$ cat config.mk
export PLATFORM = sky130hd
export DESIGN_NAME = keypad_entry
export DESIGN_NICKNAME = d
export VERILOG_FILES = /design/src/keypad_pkg.sv /design/src/keypad_entry.sv /design/src/input_unit.sv /design/src/keypad_scanner.sv
export SDC_FILE = /design/constraint.sdc
export NUM_CORES = 1
export LEC_CHECK = 0
export ABC_AREA = 1
export BUFFER_PORTS_ARGS = -buffer_cell sky130_fd_sc_hd__buf_2
export CELL_PAD_IN_SITES_DETAIL_PLACEMENT = 0
export CELL_PAD_IN_SITES_GLOBAL_PLACEMENT = 1
export CORE_MARGIN = 10
export CORE_UTILIZATION = 45
export CTS_BUF_LIST = sky130_fd_sc_hd__clkbuf_8
export DETAILED_ROUTE_END_ITERATION = 8
export GPL_ROUTABILITY_DRIVEN = 0
export PLACE_DENSITY = 0.9
export SLEW_MARGIN = 20
export SYNTH_ARGS = -nofsm -noshare
export SYNTH_HDL_FRONTEND = slang
export SYNTH_SLANG_ARGS = --single-unit
$ cat constraint.sdc
create_clock -name clk -period 12.5 [get_ports clk]
set_input_delay 1.875 -clock clk [delete_from_list [all_inputs] [get_ports clk]]
set_output_delay 1.875 -clock clk [all_outputs]
set_load 0.03 [all_outputs]
$ cat src/keypad_pkg.sv
`default_nettype none

package keypad_pkg;

    localparam int ISA_WIDTH      = 32;   // operand word handed to data memory
    localparam int SWITCH_CNT     = 16;   // board toggle switches
    localparam int MAX_DIGITS     = 8;    // decimal digits accepted per entry
    localparam int SCAN_DIV       = 8;    // cycles each row stays driven
    localparam int DEBOUNCE_SCANS = 3;    // equal sweeps needed for press or release

    localparam int SCAN_DIV_W  = $clog2(SCAN_DIV);
    localparam int DEBOUNCE_W  = $clog2(DEBOUNCE_SCANS + 1);
    localparam int DIGIT_CNT_W = $clog2(MAX_DIGITS + 1);

    // limits at the width of the counters they are compared with
    localparam logic [SCAN_DIV_W-1:0]  SCAN_DIV_LAST = SCAN_DIV_W'(SCAN_DIV - 1);
    localparam logic [DEBOUNCE_W-1:0]  DEBOUNCE_DONE = DEBOUNCE_W'(DEBOUNCE_SCANS);
    localparam logic [DIGIT_CNT_W-1:0] DIGIT_LIMIT   = DIGIT_CNT_W'(MAX_DIGITS);
    localparam logic [ISA_WIDTH-1:0]   DEC_BASE      = ISA_WIDTH'(10);

    // row pattern above column pattern with both active low
    // row 0 and column 0 sit in bit 0 of their patterns
    typedef enum logic [7:0] {
        KEY_NONE      = 8'b0000_0000,    // no event this cycle
        KEY_1         = 8'b1110_1110,
        KEY_2         = 8'b1110_1101,
        KEY_3         = 8'b1110_1011,
        KEY_PAUSE     = 8'b1110_0111,    // "A"
        KEY_4         = 8'b1101_1110,
        KEY_5         = 8'b1101_1101,
        KEY_6         = 8'b1101_1011,
        KEY_TOGGLE    = 8'b1101_0111,    // "B"
        KEY_7         = 8'b1011_1110,
        KEY_8         = 8'b1011_1101,
        KEY_9         = 8'b1011_1011,
        KEY_C         = 8'b1011_0111,
        KEY_BACKSPACE = 8'b0111_1110,    // "*"
        KEY_0         = 8'b0111_1101,
        KEY_ENTER     = 8'b0111_1011,    // "#"
        KEY_D         = 8'b0111_0111
    } key_code_t;

    typedef enum logic [1:0] {
        BLOCK  = 2'b00,    // waiting for data memory to ask for input
        SWITCH = 2'b01,    // operand comes from the toggle switches
        KEYPAD = 2'b10,    // decimal entry in progress
        HALT   = 2'b11     // cpu held until resumed
    } entry_state_t;

endpackage

`default_nettype wire
$ cat src/keypad_entry.sv
`timescale 1ns/100ps
`default_nettype none

module keypad_entry (
    input  wire                                  clk,
    input  wire                                  rst_n,

    // keypad matrix
    output logic [3:0]                           rows,           // active low row drive
    input  wire  [3:0]                           cols,           // active low column sense

    // board and uart
    input  wire  [keypad_pkg::SWITCH_CNT-1:0]    switch_map,
    input  wire                                  uart_complete,

    // cpu side
    input  wire                                  input_enable,   // from data memory
    output logic                                 input_complete, // to hazard unit
    output logic [keypad_pkg::ISA_WIDTH-1:0]     input_data,     // to data memory
    output logic                                 switch_enable,
    output logic                                 cpu_pause       // to hazard unit
);

    keypad_pkg::key_code_t key_coord;   // debounced key events

    keypad_scanner u_scanner (
        .clk       (clk),
        .rst_n     (rst_n),
        .rows      (rows),
        .cols      (cols),
        .key_coord (key_coord)
    );

    input_unit u_input_unit (
        .clk            (clk),
        .rst_n          (rst_n),
        .key_coord      (key_coord),
        .switch_map     (switch_map),
        .uart_complete  (uart_complete),
        .input_enable   (input_enable),
        .input_complete (input_complete),
        .input_data     (input_data),
        .switch_enable  (switch_enable),
        .cpu_pause      (cpu_pause)
    );

endmodule

`default_nettype wire

$ cat src/input_unit.sv
`timescale 1ns/100ps
`default_nettype none

module input_unit (
    input  wire                                  clk,
    input  wire                                  rst_n,
    input  var   keypad_pkg::key_code_t          key_coord,      // key event from the scanner
    input  wire  [keypad_pkg::SWITCH_CNT-1:0]    switch_map,     // toggle switches
    input  wire                                  uart_complete,  // program upload finished
    input  wire                                  input_enable,   // data memory wants an operand
    output logic                                 input_complete, // operand confirmed
    output logic [keypad_pkg::ISA_WIDTH-1:0]     input_data,     // operand toward data memory
    output logic                                 switch_enable,  // switches are the source
    output logic                                 cpu_pause       // hold the cpu
);

    keypad_pkg::entry_state_t               state;
    logic [keypad_pkg::DIGIT_CNT_W-1:0]     digit_cnt;     // digits currently in keypad_data
    logic [keypad_pkg::ISA_WIDTH-1:0]       keypad_data;   // decimal value typed so far
    logic [keypad_pkg::ISA_WIDTH-1:0]       digit_ext;
    logic [3:0]                             digit_val;
    logic                                   is_digit;
    logic                                   in_keypad;

    // digit keys to their value
    always_comb begin
        is_digit  = 1'b1;
        digit_val = 4'd0;
        case (key_coord)
            keypad_pkg::KEY_0: digit_val = 4'd0;
            keypad_pkg::KEY_1: digit_val = 4'd1;
            keypad_pkg::KEY_2: digit_val = 4'd2;
            keypad_pkg::KEY_3: digit_val = 4'd3;
            keypad_pkg::KEY_4: digit_val = 4'd4;
            keypad_pkg::KEY_5: digit_val = 4'd5;
            keypad_pkg::KEY_6: digit_val = 4'd6;
            keypad_pkg::KEY_7: digit_val = 4'd7;
            keypad_pkg::KEY_8: digit_val = 4'd8;
            keypad_pkg::KEY_9: digit_val = 4'd9;
            default:           is_digit  = 1'b0;   // commands, C, D and no event
        endcase
    end

    assign digit_ext = {{(keypad_pkg::ISA_WIDTH-4){1'b0}}, digit_val};
    assign in_keypad = (state == keypad_pkg::KEYPAD);

    // switch source shows the switches zero extended
    assign input_data = switch_enable ?
                        {{(keypad_pkg::ISA_WIDTH-keypad_pkg::SWITCH_CNT){1'b0}}, switch_map} :
                        keypad_data;

    always_ff @(posedge clk or negedge rst_n) begin
        if (!rst_n) begin
            state          <= keypad_pkg::BLOCK;
            digit_cnt      <= '0;
            keypad_data    <= '0;
            input_complete <= 1'b0;
            switch_enable  <= 1'b0;
            cpu_pause      <= 1'b0;
        end else begin
            case (state)
                keypad_pkg::BLOCK: begin
                    if (key_coord == keypad_pkg::KEY_PAUSE) begin
                        state     <= keypad_pkg::HALT;
                        cpu_pause <= 1'b1;
                    end else if (input_enable) begin
                        state          <= keypad_pkg::KEYPAD;   // new entry starts empty
                        keypad_data    <= '0;
                        digit_cnt      <= '0;
                        input_complete <= 1'b0;
                    end
                end

                keypad_pkg::KEYPAD,
                keypad_pkg::SWITCH: begin
                    if (in_keypad && !input_enable) begin
                        state <= keypad_pkg::BLOCK;             // request withdrawn
                    end else begin
                        case (key_coord)
                            keypad_pkg::KEY_TOGGLE: begin
                                state         <= in_keypad ? keypad_pkg::SWITCH :
                                                             keypad_pkg::KEYPAD;
                                switch_enable <= in_keypad;
                            end
                            keypad_pkg::KEY_ENTER: begin
                                state          <= keypad_pkg::BLOCK;
                                input_complete <= 1'b1;
                                digit_cnt      <= '0;
                            end
                            keypad_pkg::KEY_PAUSE: begin
                                // confirms the operand and pauses in one go
                                state          <= keypad_pkg::HALT;
                                input_complete <= 1'b1;
                                digit_cnt      <= '0;
                                cpu_pause      <= 1'b1;
                            end
                            keypad_pkg::KEY_BACKSPACE: begin
                                if (in_keypad && digit_cnt != '0) begin
                                    keypad_data <= keypad_data / keypad_pkg::DEC_BASE;
                                    digit_cnt   <= digit_cnt - 1'b1;
                                end
                            end
                            default: begin
                                if (in_keypad && is_digit &&
                                    digit_cnt < keypad_pkg::DIGIT_LIMIT) begin
                                    keypad_data <= keypad_data * keypad_pkg::DEC_BASE + digit_ext;
                                    digit_cnt   <= digit_cnt + 1'b1;
                                end
                            end
                        endcase
                    end
                end

                keypad_pkg::HALT: begin
                    // resume only once the upload is done
                    if (uart_complete && key_coord == keypad_pkg::KEY_PAUSE) begin
                        state     <= keypad_pkg::BLOCK;
                        cpu_pause <= 1'b0;
                    end
                end

                default: begin
                    state <= keypad_pkg::BLOCK;
                end
            endcase
        end
    end

endmodule

`default_nettype wire

$ cat src/keypad_scanner.sv
`timescale 1ns/100ps
`default_nettype none

module keypad_scanner (
    input  wire                        clk,
    input  wire                        rst_n,
    output logic [3:0]                 rows,        // one row low at a time
    input  wire  [3:0]                 cols,        // pulled high, low on a pressed key
    output keypad_pkg::key_code_t      key_coord    // one cycle per press and KEY_NONE otherwise
);

    logic [keypad_pkg::SCAN_DIV_W-1:0] div_cnt;     // position inside the row window
    logic [keypad_pkg::DEBOUNCE_W-1:0] stable_cnt;  // sweeps that showed last_code
    logic [keypad_pkg::DEBOUNCE_W-1:0] next_cnt;
    logic                              pressed;     // a reported key is still down
    logic                              window_end;
    logic                              sweep_end;
    logic                              row_hit;
    logic                              stable;
    keypad_pkg::key_code_t             cand;        // first key found in this sweep
    keypad_pkg::key_code_t             sweep_code;  // sweep result including the current row
    keypad_pkg::key_code_t             last_code;   // result of the previous sweep

    // lowest numbered low column as an active-low one-hot pattern
    function automatic logic [3:0] first_low_col(input logic [3:0] c);
        logic [3:0] pat;
        pat = 4'b1111;
        if (!c[0]) begin
            pat = 4'b1110;
        end else if (!c[1]) begin
            pat = 4'b1101;
        end else if (!c[2]) begin
            pat = 4'b1011;
        end else if (!c[3]) begin
            pat = 4'b0111;
        end
        return pat;
    endfunction

    assign window_end = (div_cnt == keypad_pkg::SCAN_DIV_LAST);
    assign sweep_end  = window_end && !rows[3];   // row 3 is the last of the sweep
    assign row_hit    = (cols != 4'b1111);

    // an earlier row in the sweep keeps its key even if this row has one too
    always_comb begin
        if (cand != keypad_pkg::KEY_NONE) begin
            sweep_code = cand;
        end else if (row_hit) begin
            sweep_code = keypad_pkg::key_code_t'({rows, first_low_col(cols)});
        end else begin
            sweep_code = keypad_pkg::KEY_NONE;
        end
    end

    // consecutive agreeing sweeps saturate at the debounce limit
    always_comb begin
        if (sweep_code != last_code) begin
            next_cnt = {{(keypad_pkg::DEBOUNCE_W-1){1'b0}}, 1'b1};
        end else if (stable_cnt == keypad_pkg::DEBOUNCE_DONE) begin
            next_cnt = stable_cnt;
        end else begin
            next_cnt = stable_cnt + 1'b1;
        end
    end

    assign stable = (next_cnt == keypad_pkg::DEBOUNCE_DONE);

    always_ff @(posedge clk or negedge rst_n) begin
        if (!rst_n) begin
            div_cnt    <= '0;
            rows       <= 4'b1110;                  // row 0 driven first
            cand       <= keypad_pkg::KEY_NONE;
            last_code  <= keypad_pkg::KEY_NONE;
            stable_cnt <= '0;
            pressed    <= 1'b0;
            key_coord  <= keypad_pkg::KEY_NONE;
        end else begin
            key_coord <= keypad_pkg::KEY_NONE;      // event lasts a single cycle

            if (window_end) begin
                div_cnt <= '0;
                rows    <= {rows[2:0], rows[3]};    // step to the next row
            end else begin
                div_cnt <= div_cnt + 1'b1;
            end

            if (sweep_end) begin
                cand       <= keypad_pkg::KEY_NONE;
                last_code  <= sweep_code;
                stable_cnt <= next_cnt;
                if (stable && sweep_code != keypad_pkg::KEY_NONE && !pressed) begin
                    pressed   <= 1'b1;
                    key_coord <= sweep_code;
                end else if (stable && sweep_code == keypad_pkg::KEY_NONE) begin
                    pressed   <= 1'b0;              // released long enough to rearm
                end
            end else if (window_end) begin
                cand <= sweep_code;                 // keeps an earlier find unchanged
            end
        end
    end

endmodule

`default_nettype wire

======== Word-level counts from Yosys, hierarchy flattened ========
Cells that the tools add are included.
Widths: inputs -> output; s select.
storage, ports and cells
  bits in registers ....................... 75
  input port bits ......................... 24
cells by class
  multipliers ............................. 1
  muxes and demuxes ....................... 48
  magnitude comparators ................... 1
  div/mod/pow operators ................... 1
  reduce and logical (&&, ||, !) cells .... 31
  bitwise gates (word level) .............. 1
  add/sub/neg operators ................... 5
  equality and inequality tests ........... 34
operators with widths
  operator               number
  $mux 32                6
  $pmux 32 s2            2
  $eq 8x8->1 const B     11
  $mux 8                 6
  $mux 4                 9
  $pmux 4 s9             1
  $add 32x4->32          1
  $div 32x4->32 const B  1
  $mul 32x3->31 const B  1
  $eq 8x7->1 const B     3
  $reduce_bool 8->1      2
  $mux 2                 7
  $reduce_and 7->1       2
  $ne 2x2->1 const B     6
  $pmux 2 s3             2
  $pmux 4 s3             1
  $mux 1                 10
  $reduce_or 10->1       1
  $logic_and 1x1->1      9
  $eq 2x2->1 const B     4
  $logic_not 8->1        1
  $ne 8x8->1             1
  $pmux 4 s2             1
  $ne 3x2->1 const B     2
  25 further kinds       32

======== Longest topological paths before layout ========
Gate-level depths: netlist of run 1.
  word-level depth ........................ 13
  depth in mapped cells ................... 126

======== Modules after synthesis ========
Synthesis of run 1 repeated with hierarchy kept, for this count alone.
second synthesis, totals
  cells, all modules ...................... 1318
  area total of the unflattened synthesis .. 8800.9 um^2
by module, submodules not included
  module          instances  area each (um^2)  cells each
  input_unit      1          7139.3            1107
  keypad_scanner  1          1661.6            211

======== Worst setup path before layout of run 1 ========
OpenSTA, ideal clock, no wires.
  path kind ............................... register to register
  start ................................... register u_input_unit.keypad_data[29] (netlist name)
  end ..................................... register u_input_unit.keypad_data[0] (netlist name)
  stages on the path, launching flop included .. 110
  path buffers ............................ 0
  data arrival time ....................... 8.607 ns
  setup time .............................. 0.116 ns
  slack ................................... 3.777 ns
  clock period less this slack ............ 8.723 ns
  required time ........................... 12.384 ns
  cells stage by stage .................... dfrtp_1 -> nand2_1 -> inv_2 -> o21bai_1 -> nand2_2 -> nand3_2 -> nand3_2 -> nand2_4 -> nand2_4 -> nand2_2 -> nand3_2 -> nand2_2 -> nand2_2 -> nand2_2 -> nand3_2 -> nand2_2 -> nand2_1 -> nand2_1 -> (+74 left out) -> nand2_2 -> inv_2 -> nand2_2 -> nand2_1 -> nand2_1 -> nand2_2 -> inv_2 -> nand2_2 -> nand2_2 -> nand2_1 -> nand3_1 -> nand2_1 -> nand2_1 -> nand2_1 -> nand2_1 -> nand2_1 -> nand2_1 -> nand2_1
on the way
  longest elaborated chain between the ends .. 5
ends and longest elaborated chain
  element                 RTL line           RTL
  start, declared         input_unit.sv:19   logic [keypad_pkg::ISA_WIDTH-1:0] keypad_data;
  start signal, assigned  input_unit.sv:99   keypad_data <= keypad_data / keypad_pkg::DEC_BASE;
  start signal, assigned  input_unit.sv:106  keypad_data <= keypad_data * keypad_pkg::DEC_BASE + digit_ext;
  $div 32x4->32           input_unit.sv:99
  $mux 32                 input_unit.sv:98   if (in_keypad && digit_cnt != '0) begin
  $pmux 32 s2             input_unit.sv:79   case (key_coord)
  $mux 32                 input_unit.sv:76   if (in_keypad && !input_enable) begin
  $pmux 32 s2             input_unit.sv:61   case (state)
Every way passes these cells. The select of a mux whose other input is x is not followed.
A chain may end at the register's enable or synchronous reset.

======== Worst setup path in the final report of run 1 ========
  start ................................... register u_input_unit.keypad_data[31] (netlist name)
  end ..................................... register u_input_unit.keypad_data[0] (netlist name)
Same word-level chain as after synthesis.

==> summary.txt, run 1 <==
N_diodes: 0
Final Hold Viols: 0
Iter 0 DRT Violations: 342
Initial antenna violation count: 0
Synth Register Bits: 75
Synth Instances: 1264
Startpoint Class: flip-flop
Worst hold path depth: 1
Routed Antenna Nets: 0
Share of layout cells above drive strength 1: 0.173
RSZ-0062 raised after global routing: no
Crit path time final: 10.01 ns
EDFF count, synth: 0
First-pass GRT wire length: 34600 um
Crit path max fanout: 6
Largest net degree at the start of global routing: 76
Reg2reg path depth: 113
First-pass DRT Iterations: 4
GRT Total Usage: 0.165
Area after DPL: 8910 um2
Post-CTS Hold Buffers: 0
Vias in the first global route: 7643
Fmax: 99.9 MHz
Total Wirelength: 19700 um
DRC errors left: 0
Worst Tran Pin Value: 0.982 ns
Final HPWL DP: 15400 um
Die area: 24400 um2
Max-cap violations: 0
CTS tree: done
Routed wire per std cell: 12.6 um
Top FF cell, synth: dfrtp_1
Clock Sinks: 75
Rows: 49
Synth Area in Adders: 0.104
Share of synthesized registers carrying an async set or reset: 1.00
Largest family of logic cells by synthesized area: simple AND/OR/NAND/NOR gates
Crit path DAT: 10.27 ns
Critical path class: reg2reg
Synthesized area: 8360 um2
Syn_area_per_cell: 6.61 um2
Synth Area in XOR/XNOR: 0.0534
GRT overflow: 0
Synth Area in Compound Gates: 0.152
Setup Viol. Count Final: 0
Design Area, Final: 9120 um2
P&R area growth vs syn: 9.13%
Dominant cells by area after synthesis: dfrtp_1 22%, nand2_1 12%, ha_1 9.7%, inv_1 8.6%, nand3_1 6.6%
R2R Setup Slk: 2.49 ns
Post-CTS resize count: 0
Worst skew pair latency: 0.37 ns
Post-CTS setup buffers: 0
Post-synthesis simple-gate area fraction: 0.358
Endpoint type of the worst setup path: flip-flop
Reg2reg end: u_input_unit.keypad_data[0]
Die W: 156 um
Placed cell count: 1541
Clock skew: 0.0129 ns
Crit path required time: 12.76 ns
Post-synthesis mux area share: 0.00135
Max_slew headroom: 0.345
# nets final: 1415
Worst min path class: reg2reg
Routed vias: 7981
R2r startpoint: u_input_unit.keypad_data[31]
Root Driver: clkbuf_8
Non-Filler Instances: 1557
Final TNS setup: 0 ns
Slowest CP cell: dfrtp_1
Distinct cell type count after synthesis: 50
Register area share after synthesis: 0.225
Syn Nets: 1356
Part of the cycle the worst path needs: 0.801
Status: complete, no violations
CTS buffer count: 9
VDD IR max: 0.0000582 V
Longest Clk Path Bufs: 2
PwrDens: 53.8 nW/um2
Max Transition Viols Final: 0
Synth top area share: 0.216
Cell taking the most area after synthesis: dfrtp_1
Vias/cell: 5.13
Initial cell density of the core: 0.461
IO Count: 63
Input/output buffers: 62
Largest stage delay, worst path: 0.42 ns
Fill count: 1838
H-tree depth: 3
Yosys warns: 0
CORE AREA: 18100 um2
LEAKAGE: 4.83 nW
Most used cell, CP: nand2_2
HP Start: u_scanner.div_cnt[0]
Clk pin slew, worst setup/hold paths: 0.10 ns
Hold worst-path end: u_scanner.div_cnt[0]
Die Height: 156 um
-- metrics by stage --
| stage | setup WS (ns) | util | power (mW) | hold WS [ns] |
|---|---|---|---|---|
| after CTS | 2.52 | 0.503 | 0.499 | 0.431 |
| after global placement | 2.70 | 0.491 | 0.289 | 0.422 |
| after detailed placement | 2.55 | 0.491 | 0.289 | 0.417 |
| after floorplan | 3.78 | - | 0.272 | 0.403 |
| final | 2.49 | 0.503 | 0.491 | 0.428 |
| after global routing | 0.897 | 0.503 | 0.513 | 0.448 |
-- cell families after synthesis --
family | Yosys count
multiplexers | 1
adder cells (fa/ha/maj) | 68
AND/OR/NAND/NOR | 629
XOR/XNOR | 51
flip-flops | 75
AO/OA/AOI/OAI | 209
buffers and inverters | 231
-- where the power goes --
| group | internal (mW) | switching (mW) |
|---|---|---|
| combinational | 0.0107 | 0.0255 |
| clock | 0.0985 | 0.109 |
| sequential | 0.244 | 0.00311 |
-- state kept, by name, summed over array words and instances, names as in the netlist --
register                     cells
u_input_unit.keypad_data        32
u_scanner.pressed                1
u_scanner.div_cnt                3
u_scanner.last_code              8
u_scanner.rows                   4
u_input_unit.cpu_pause           1
u_scanner.cand                   8
u_input_unit.digit_cnt           4
u_input_unit.input_complete      1
u_scanner.key_coord              8
u_scanner.stable_cnt             2
u_input_unit.state               2
u_input_unit.switch_enable       1
-- metal layers --
metal / vias up / GRT usage / routed length [um]
li1: 4268 / - / -
met1: 3595 / 0.212 / 9490
met2: 90 / 0.276 / 9240
met3: 28 / 0.0288 / 538
met4: 0 / 0.0481 / 401
met5: - / 0 / 0
-- cell usage in the layout (no fill, tap or decap), types with 10 or more instances in the layout --
| cell type | instances |
|---|---|
| o21ai_1 | 12 |
| nor2_1 | 92 |
| inv_2 | 20 |
| a21oi_1 | 46 |
| o21ai_0 | 71 |
| xnor2_1 | 12 |
| inv_1 | 191 |
| nand2_1 | 271 |
| dfrtp_1 | 71 |
| buf_2 | 61 |
| nand2_4 | 11 |
| xor2_1 | 39 |
| a31oi_1 | 10 |
| nand2_2 | 81 |
| nand3_1 | 111 |
| nand3_2 | 15 |
| o221ai_1 | 13 |
| ha_1 | 65 |
| nand4_1 | 23 |
-- critical path: cells and delay by family, from the launching register on --
family	cells	cell delay, ns
and+or+nand+nor	95	7.72
buffers and inverters	14	1.09
AOI/OAI and AO/OA	4	0.64
DFF	1	0.42
-- area by class of cell --
type                       instances  area (um2)  share of cell area
sequential                        75        1880               0.206
clock buffer                       9         124              0.0136
inverter                         214         803              0.0881
timing repair buffer              65         335              0.0368
tap                              229         287              0.0314
clock inverter                     7        91.3              0.0100
multi-input combinational        958        5600               0.614
-- how the worst max path moves through the flow --
stage	from	end	slack, ns
global route	u_input_unit.keypad_data[31]	u_input_unit.keypad_data[0]	0.90
finish	u_input_unit.keypad_data[31]	u_input_unit.keypad_data[0]	2.49
detailed placement	u_input_unit.keypad_data[31]	u_input_unit.keypad_data[0]	2.55
floorplan	u_input_unit.keypad_data[29]	u_input_unit.keypad_data[0]	3.78
global placement	u_input_unit.keypad_data[29]	u_input_unit.keypad_data[0]	2.70
CTS	u_input_unit.keypad_data[31]	u_input_unit.keypad_data[0]	2.52
-- synthesized netlist by cell type, types with 8 or more instances --
cell type	n
inv_2	20
o221ai_1	13
o21bai_1	9
or2_2	8
nor2_1	92
nand2_2	81
o22ai_1	9
ha_1	65
inv_1	191
clkbuf_1	14
dfrtp_1	72
xnor2_1	12
nand3_2	15
nand2_4	11
o21ai_1	12
nand2_1	271
o21ai_0	71
nand3_1	111
a31oi_1	10
nand4_1	23
xor2_1	39
a21oi_1	46
Note: power is estimated with default switching activity, not from simulation.
==> run 2: changes to the inputs <==
--- a/config.mk
+++ b/config.mk
@@ -5,16 +5,16 @@
 export SDC_FILE = /design/constraint.sdc
 export NUM_CORES = 1
 export LEC_CHECK = 0
-export ABC_AREA = 1
+export ABC_AREA = 0
 export BUFFER_PORTS_ARGS = -buffer_cell sky130_fd_sc_hd__buf_2
 export CELL_PAD_IN_SITES_DETAIL_PLACEMENT = 0
 export CELL_PAD_IN_SITES_GLOBAL_PLACEMENT = 1
 export CORE_MARGIN = 10
-export CORE_UTILIZATION = 45
+export CORE_UTILIZATION = 44
 export CTS_BUF_LIST = sky130_fd_sc_hd__clkbuf_8
 export DETAILED_ROUTE_END_ITERATION = 8
 export GPL_ROUTABILITY_DRIVEN = 0
-export PLACE_DENSITY = 0.9
+export PLACE_DENSITY = 0.88
 export SLEW_MARGIN = 20
 export SYNTH_ARGS = -nofsm -noshare
 export SYNTH_HDL_FRONTEND = slang
==> constraint.sdc (replaced) <==
create_clock -name clk -period 8.7 [get_ports clk]
set_input_delay 1.305 -clock clk [delete_from_list [all_inputs] [get_ports clk]]
set_output_delay 1.305 -clock clk [all_outputs]
set_load 0.03 [all_outputs]
==> run 2 against run 1 <==
  * The run now ends with setup timing left
  * Utilization grew 11 points
  * Die area is 33% higher
  * Count of clock-buffer cells in the layout did not move
  * Routed wire length grew 87%
  * Fmax is 3.5% higher
  * Register-to-register slack worse by 3.5 ns
  * Flip-flop and latch count unchanged
  * Critical path type unchanged
  * Largest power group unchanged
==> summary.txt, run 2 <==
Status: finished, violations left
Failing checks: setup timing
Max_slew headroom: 0.313 (-0.0323)
Routed Antenna Nets: 0 (unchanged)
CORE AREA: 25200 um2 (+39%)
First-pass GRT wire length: 59800 um (+73%)
Setup ws final: -0.973 ns (-3.46 ns)
N_diodes: 0 (unchanged)
Yosys warns: 0 (unchanged)
Top FF cell, synth: dfrtp_1
Slowest CP cell: dfrtp_2
Worst Path Buf+Inv: 13 (-1)
CTS tree: done
Initial cell density of the core: 0.447 (-0.0134)
Total Wirelength: 36800 um (+87%)
Part of the cycle the worst path needs: 1.11 (+0.311)
First-pass DRT Iterations: 5 (+1)
PwrDens: 40.3 nW/um2 (-25%)
GRT overflow: 0 (unchanged)
GRT Total Usage: 0.208 (+0.0432)
Crit path max fanout: 8 (+2)
Input/output buffers: 62 (unchanged)
Largest net degree at the start of global routing: 76 (unchanged)
Final HPWL DP: 25200 um (+63%)
IO Count: 63 (unchanged)
Syn_area_per_cell: 7.61 um2 (+15%)
Largest Register: u_input_unit.keypad_data
Crit path max-delay family: compound AO/OA/AOI/OAI gates
Synth top area share: 0.160 (-0.0556)
Synth Instances: 1479 (+17%)
Register area share after synthesis: 0.167 (-0.0580)
Rows: 58 (+18%)
Longest Clk Path Bufs: 2 (unchanged)
Max Transition Viols Final: 0 (unchanged)
Worst skew pair latency: 0.39 ns (+0.02 ns)
Syn Nets: 1571 (+16%)
Die W: 180 um (+15%)
Critical path class: reg2reg
Initial antenna violation count: 0 (unchanged)
Startpoint Class: flip-flop
Most common cell in the netlist: nand2_1
CTS buffer count: 9 (unchanged)
VDD IR max: 0.0000924 V (+59%)
Fmax: 103 MHz (+3.5%)
Routed wire per std cell: 17.4 um (+37%)
LEAKAGE: 6.77 nW (+40%)
Distinct cell type count after synthesis: 127 (+150%)
Post-CTS Hold Buffers: 0 (unchanged)
Vias in the first global route: 12443 (+63%)
Commonest non-fill, non-tap cell in the layout: buf_4
Crit path time final: 9.67 ns (-0.337 ns)
Die Height: 180 um (+15%)
Clock Sinks: 75 (unchanged)
Vias/cell: 6.08 (+19%)
Placed cell count: 2023 (+31%)
Clk pin slew, worst setup/hold paths: 0.10 ns (about the same)
Largest stage delay, worst path: 0.48 ns (+0.06 ns)
Setup Viol. Count Final: 6 (+6)
Die area: 32400 um2 (+33%)
Non-Filler Instances: 2120 (+36%)
Share of layout cells above drive strength 1: 0.361 (+0.188)
Crit path DAT: 9.96 ns (-0.31 ns)
Synthesized area: 11300 um2 (+35%)
Synth Register Bits: 75 (unchanged)
DRC errors left: 0 (unchanged)
Final Hold Viols: 0 (unchanged)
Worst Tran Pin Value: 1.03 ns (+0.0446 ns)
Root Driver: clkbuf_8
Share of synthesized registers carrying an async set or reset: 1.00 (unchanged)
Place WS: -1.12 ns (-3.67 ns)
Clock skew: 0.0238 ns (+0.0108 ns)
P&R area growth vs syn: 38.0%
EDFF count, synth: 0 (unchanged)
H-tree depth: 3 (unchanged)
Iter 0 DRT Violations: 1040 (+200%)
Fill count: 2112 (+15%)
Crit path required time: 8.99 ns (-3.77 ns)
Most frequent cells in the layout: 286 x buf_4, 147 x nand2_1, 117 x nor2_1
Worst path depth: 46 (-59%)
Reg2reg path depth: 46 (-59%)
Worst hold path depth: 1 (unchanged)
Max reg flops: 32 (unchanged)
Most used cell, CP: buf_4
Dominant cells by area after synthesis: dfrtp_1 16%, ha_1 7.2%, nand2_1 5.2%, o21ai_0 4.3%, nor2_1 4.0%
# nets final: 1877 (+33%)
Worst min path class: reg2reg
RSZ-0062 raised after global routing: yes
Top cells by count, synth: 157 x nand2_1, 121 x nor2_1, 96 x o21ai_0
Cell taking the most area after synthesis: dfrtp_1
Routed vias: 12882 (+61%)
Endpoint type of the worst setup path: flip-flop
Max-cap violations: 0 (unchanged)
run 2: worst paths after layout:
check	startpoint	to	slack, ns
max	u_input_unit.keypad_data[27]	u_input_unit.keypad_data[0]	-0.97
max reg2reg	u_input_unit.keypad_data[27]	u_input_unit.keypad_data[0]	-0.97
max in group asynchronous	rst_n	u_input_unit.keypad_data[26]	6.95
min reg2reg	u_scanner.div_cnt[0]	u_scanner.div_cnt[0]	0.43
min in group asynchronous	rst_n	u_scanner.cand[1]	1.07
min	u_scanner.div_cnt[0]	u_scanner.div_cnt[0]	0.43
run 2: per-stage QoR:
step | setup TNS, ns | hold slack (ns) | util | power [mW] | instance area (um2)
global route | -5.88 | 0.484 | 0.617 | 0.649 | 15500
finish | -4.07 | 0.432 | 0.617 | 0.627 | 15500
detailed placement | -4.71 | 0.424 | 0.543 | 0.384 | 13700
global placement | -3.33 | 0.415 | 0.543 | 0.383 | 13700
CTS | -1.53 | 0.437 | 0.591 | 0.633 | 14900
floorplan | -0.519 | 0.403 | - | 0.369 | 11500
run 2: layout make-up:
cell class,count,area (um2),area share
Clock buffer,9,124,0.00797
Inverter,67,251,0.0162
Multi-Input combinational cell,1239,9780,0.629
Sequential cell,75,1890,0.121
Tap cell,330,413,0.0266
Clock inverter,7,51.3,0.00330
Timing Repair Buffer,393,3030,0.195
run 2: worst register-to-register path: cells and delay by family (launching register included):
kind | cells | cell delay, ns
simple gates | 16 | 2.99
flops | 1 | 0.48
compound gates | 15 | 3.46
mux | 2 | 0.68
buf+inv | 13 | 1.97
run 2: cell families after synthesis:
family / share of synthesized area
and+or+nand+nor: 0.256
AOI/OAI and AO/OA: 0.329
buffers and inverters: 0.0668
xor gates and xnor gates: 0.0613
DFF: 0.167
adders and majority gates: 0.0803
muxes: 0.0386
run 2: what timing repair did:
item | in CTS | in global routing
gates resized for setup | 139 | 90
cloned | 0 | 1
endpoints found under the setup margin | 6 | 6
pin swaps | 82 | 45
buffers inserted | 49 | 32
run 2: layer usage:
layer  vias up  global-route usage  part of all wire
li1       6206                   -                 -
met1      6175               0.266              0.43
met2       427               0.354              0.49
met3        74              0.0273             0.055
met4         0              0.0655             0.021
met5         -                   0                 0
run 2: where the power goes:
group          total [mW]  leakage, nW  internal, mW  switching (mW)
combinational      0.0224         5.72       0.00787          0.0145
clock               0.250       0.0918         0.105           0.145
sequential          0.354        0.959         0.352         0.00243
total               0.627         6.77         0.465           0.162
==> run 3: changes to the inputs <==
--- a/config.mk
+++ b/config.mk
@@ -10,12 +10,14 @@
 export CELL_PAD_IN_SITES_DETAIL_PLACEMENT = 0
 export CELL_PAD_IN_SITES_GLOBAL_PLACEMENT = 1
 export CORE_MARGIN = 10
-export CORE_UTILIZATION = 44
+export CORE_UTILIZATION = 43
 export CTS_BUF_LIST = sky130_fd_sc_hd__clkbuf_8
+export CTS_CLUSTER_DIAMETER = 30
 export DETAILED_ROUTE_END_ITERATION = 8
 export GPL_ROUTABILITY_DRIVEN = 0
-export PLACE_DENSITY = 0.88
+export PLACE_DENSITY = 0.86
 export SLEW_MARGIN = 20
 export SYNTH_ARGS = -nofsm -noshare
 export SYNTH_HDL_FRONTEND = slang
+export SYNTH_HIERARCHICAL = 1
 export SYNTH_SLANG_ARGS = --single-unit
==> run 3 against run 2 <==
  * The flow still finishes with violations (setup timing)
  * Largest power group unchanged
  * Worst hold slack better by 0.0069 ns
  * Largest cell class unchanged
  * Worst setup slack got worse by 0.78 ns
  * Die area rose by 2.7%
  * Register-to-register slack got worse by 0.78 ns
  * Routed wire length increased by 7.9%
  * Critical path depth increased by 2
  * Clock skew down 0.014 ns
  * First-iteration DRC count up 26%
  * Flip-flop and latch count did not move
  * Sequential share of layout area decreased by 0.32 points
  * Count of clock-buffer cells in the layout is the same
==> summary.txt, run 3 <==
Die area: 33300 um2 (+2.7%)
Yosys warns: 6 (+6)
Routed wire per std cell: 18.1 um (+4.5%)
H-tree depth: 3 (unchanged)
Setup Viol. Count Final: 7 (+1)
Clk pin slew, worst setup/hold paths: 0.09 ns (about the same)
Rows: 59 (+1.7%)
CORE AREA: 26000 um2 (+3.2%)
Status: finished, violations left
Crit path time final: 10.45 ns (+0.776 ns)
R2r startpoint: u_input_unit/keypad_data[27]
GRT Total Usage: 0.207 (-0.000586)
Root Driver: clkbuf_8
Routed vias: 13637 (+5.9%)
Routed Antenna Nets: 0 (unchanged)
LEAKAGE: 6.69 nW (-1.3%)
Place WS: -2.04 ns (-0.925 ns)
Part of the cycle the worst path needs: 1.20 (+0.0892)
Met1 WL: 17200 um (+9.0%)
Fmax: 95.7 MHz (-7.4%)
Max_slew headroom: 0.276 (-0.0373)
Final TNS setup: -9.47 ns (-5.40 ns)
Dominant cells by area after synthesis: dfrtp_1 16%, ha_1 7.3%, nand2_1 5.0%, nor2_1 4.3%, a21oi_1 4.0%
Most frequent cells in the layout: 307 x buf_4, 145 x nand2_1, 114 x nor2_1
Crit path DAT: 10.74 ns (+0.78 ns)
Area after DPL: 13900 um2 (+1.6%)
Input/output buffers: 62 (unchanged)
Design Area, Final: 16000 um2 (+2.7%)
Synth Instances: 1531 (+3.5%)
Clock Sinks: 75 (unchanged)
Highest metal used: met4
Design Power: 0.640 mW (+2.1%)
Hold worst-path end: u_scanner/div_cnt[0]
Distinct cell type count after synthesis: 124 (-2.4%)
Largest stage delay, worst path: 0.61 ns (+0.13 ns)
Worst Tran Pin Value: 1.07 ns (+0.0462 ns)
Initial antenna violation count: 0 (unchanged)
Top cells by count, synth: 152 x nand2_1, 129 x nor2_1, 91 x a21oi_1
Worst min path class: reg2reg
Cell taking the most area after synthesis: dfrtp_1
P&R area growth vs syn: 40.7%
DRC errors left: 0 (unchanged)
Commonest non-fill, non-tap cell in the layout: buf_4
Syn_area_per_cell: 7.41 um2 (-2.7%)
Share of layout cells above drive strength 1: 0.378 (+0.0161)
Met3 WL post-DR: 2060 um (+1.6%)
Max-cap violations: 0 (unchanged)
First-pass GRT wire length: 60400 um (+0.98%)
Longest Clk Path Bufs: 2 (unchanged)
Syn Nets: 1624 (+3.4%)
Reg2reg end: u_input_unit/keypad_data[0]
# nets final: 1942 (+3.5%)
Final HPWL DP: 26700 um (+5.8%)
CTS tree: done
Synthesized area: 11300 um2 (+0.74%)
HP Start: u_scanner/div_cnt[0]
Die Height: 182 um (+1.4%)
First-pass DRT Iterations: 5 (unchanged)
VDD IR max: 0.0000614 V (-33%)
Worst skew pair latency: 0.38 ns (about the same)
Startpoint Class: flip-flop
Crit path max fanout: 8 (unchanged)
Total Wirelength: 39700 um (+7.9%)
Vias in the first global route: 12625 (+1.5%)
IO Count: 63 (unchanged)
RSZ-0062 raised after global routing: yes
Top FF cell, synth: dfrtp_1
EDFF count, synth: 0 (unchanged)
Synth top area share: 0.159 (-0.00118)
Slowest CP cell: or4b_4
Hold WS: 0.439 ns (+0.00688 ns)
Vias/cell: 6.23 (+2.5%)
GRT overflow: 0 (unchanged)
Clock skew: 0.00928 ns (-0.0145 ns)
Largest Register: u_input_unit/keypad_data
Reg2reg path depth: 48 (+4.3%)
PwrDens: 40.1 nW/um2 (-0.58%)
Largest net degree at the start of global routing: 76 (unchanged)
Worst hold path depth: 1 (unchanged)
Crit path required time: 9.00 ns (about the same)
R2R Setup Slk: -1.75 ns (-0.78 ns)
Endpoint type of the worst setup path: flip-flop
Final Hold Viols: 0 (unchanged)
Die W: 182 um (+1.4%)
Most common cell in the netlist: nand2_1
Failing checks: setup timing
Met2 wire length: 19200 um (+5.8%)
Critical path class: reg2reg
CTS buffer count: 9 (unchanged)
Iter 0 DRT Violations: 1311 (+26%)
Setup ws final: -1.75 ns (-0.776 ns)
N_diodes: 0 (unchanged)
Register area share after synthesis: 0.166 (-0.00123)
Initial cell density of the core: 0.437 (-0.0106)
Synth Register Bits: 75 (unchanged)
Most used cell, CP: buf_4
Max Transition Viols Final: 0 (unchanged)
Share of synthesized registers carrying an async set or reset: 1.00 (unchanged)
Max reg flops: 32 (unchanged)
## run 3: cell types whose count changed after synthesis, sizes merged, moves of 8 or more
cell    previous run  this run
and2              22        12
o221ai            13        31
nand3             43        57
a22oi             27        10
o311ai             2        12
a211oi            26        14
a21o              11        19
nor3              39        66
o31a               1        10
## run 3: final cells by class
cell class              instances  area (um2)
clock inverters                 7        56.3
multi-input cells            1281       10100
flip-flops and latches         75        1890
inverters                      67         255
clock buffers                   9         124
repair buffers                415        3170
well taps                     335         419
fillers                      2208       10000
## run 3: power by group
part | internal, mW | total [mW] | switching, mW
registers | 0.351 | 0.352 | 0.00193
clock network | 0.108 | 0.262 | 0.154
logic | 0.00893 | 0.0255 | 0.0166
## run 3: worst max path at each step
stage	from	slack, ns	to	depth (start not counted)
detailed placement	u_input_unit/keypad_data[27]	-2.04	u_input_unit/keypad_data[0]	40
CTS	u_input_unit/keypad_data[27]	-1.57	u_input_unit/keypad_data[0]	37
global placement	u_input_unit/keypad_data[28]	-1.78	u_input_unit/keypad_data[0]	39
floorplan	u_input_unit/keypad_data[27]	-0.95	u_input_unit/keypad_data[0]	38
finish	u_input_unit/keypad_data[27]	-1.75	u_input_unit/keypad_data[0]	48
global route	u_input_unit/keypad_data[29]	-2.15	u_input_unit/keypad_data[0]	49
## run 3: critical path: cells and delay by family (launching register included)
| family | cells | cell delay (ns) |
|---|---|---|
| AOI/OAI and AO/OA | 24 | 4.99 |
| buffers and inverters | 12 | 1.84 |
| DFF | 1 | 0.47 |
| and+or+nand+nor | 10 | 2.53 |
| muxes | 2 | 0.50 |
## run 3: what timing repair did
action,CTS,global route
buffers inserted,13,64
hold buffers,0,0
setup endpoints to repair,9,9
pin swaps,18,64
gates cloned,1,1
gates resized for setup,56,230
## run 3: through the flow
step / util / instances
after floorplan: - / 1531
after global placement: 0.534 / 2099
after CTS: 0.556 / 2129
after global routing: 0.614 / 2189
final: 0.614 / 2189
after detailed placement: 0.534 / 2099
## run 3: routing by layer
metal  global-route usage  vias to the layer above
li1                     -                     6453
met4               0.0589                        0
met2                0.355                      497
met3               0.0192                      114
met5                    0                        -
met1                0.270                     6573
## run 3: logic make-up after synthesis
logic type               share of synthesized area
flip-flops                                   0.166
AND/OR/NAND/NOR                              0.271
XOR/XNOR                                    0.0579
adder cells (fa/ha/maj)                     0.0817
multiplexers                                0.0254
AO/OA/AOI/OAI                                0.330
buffers and inverters                       0.0682
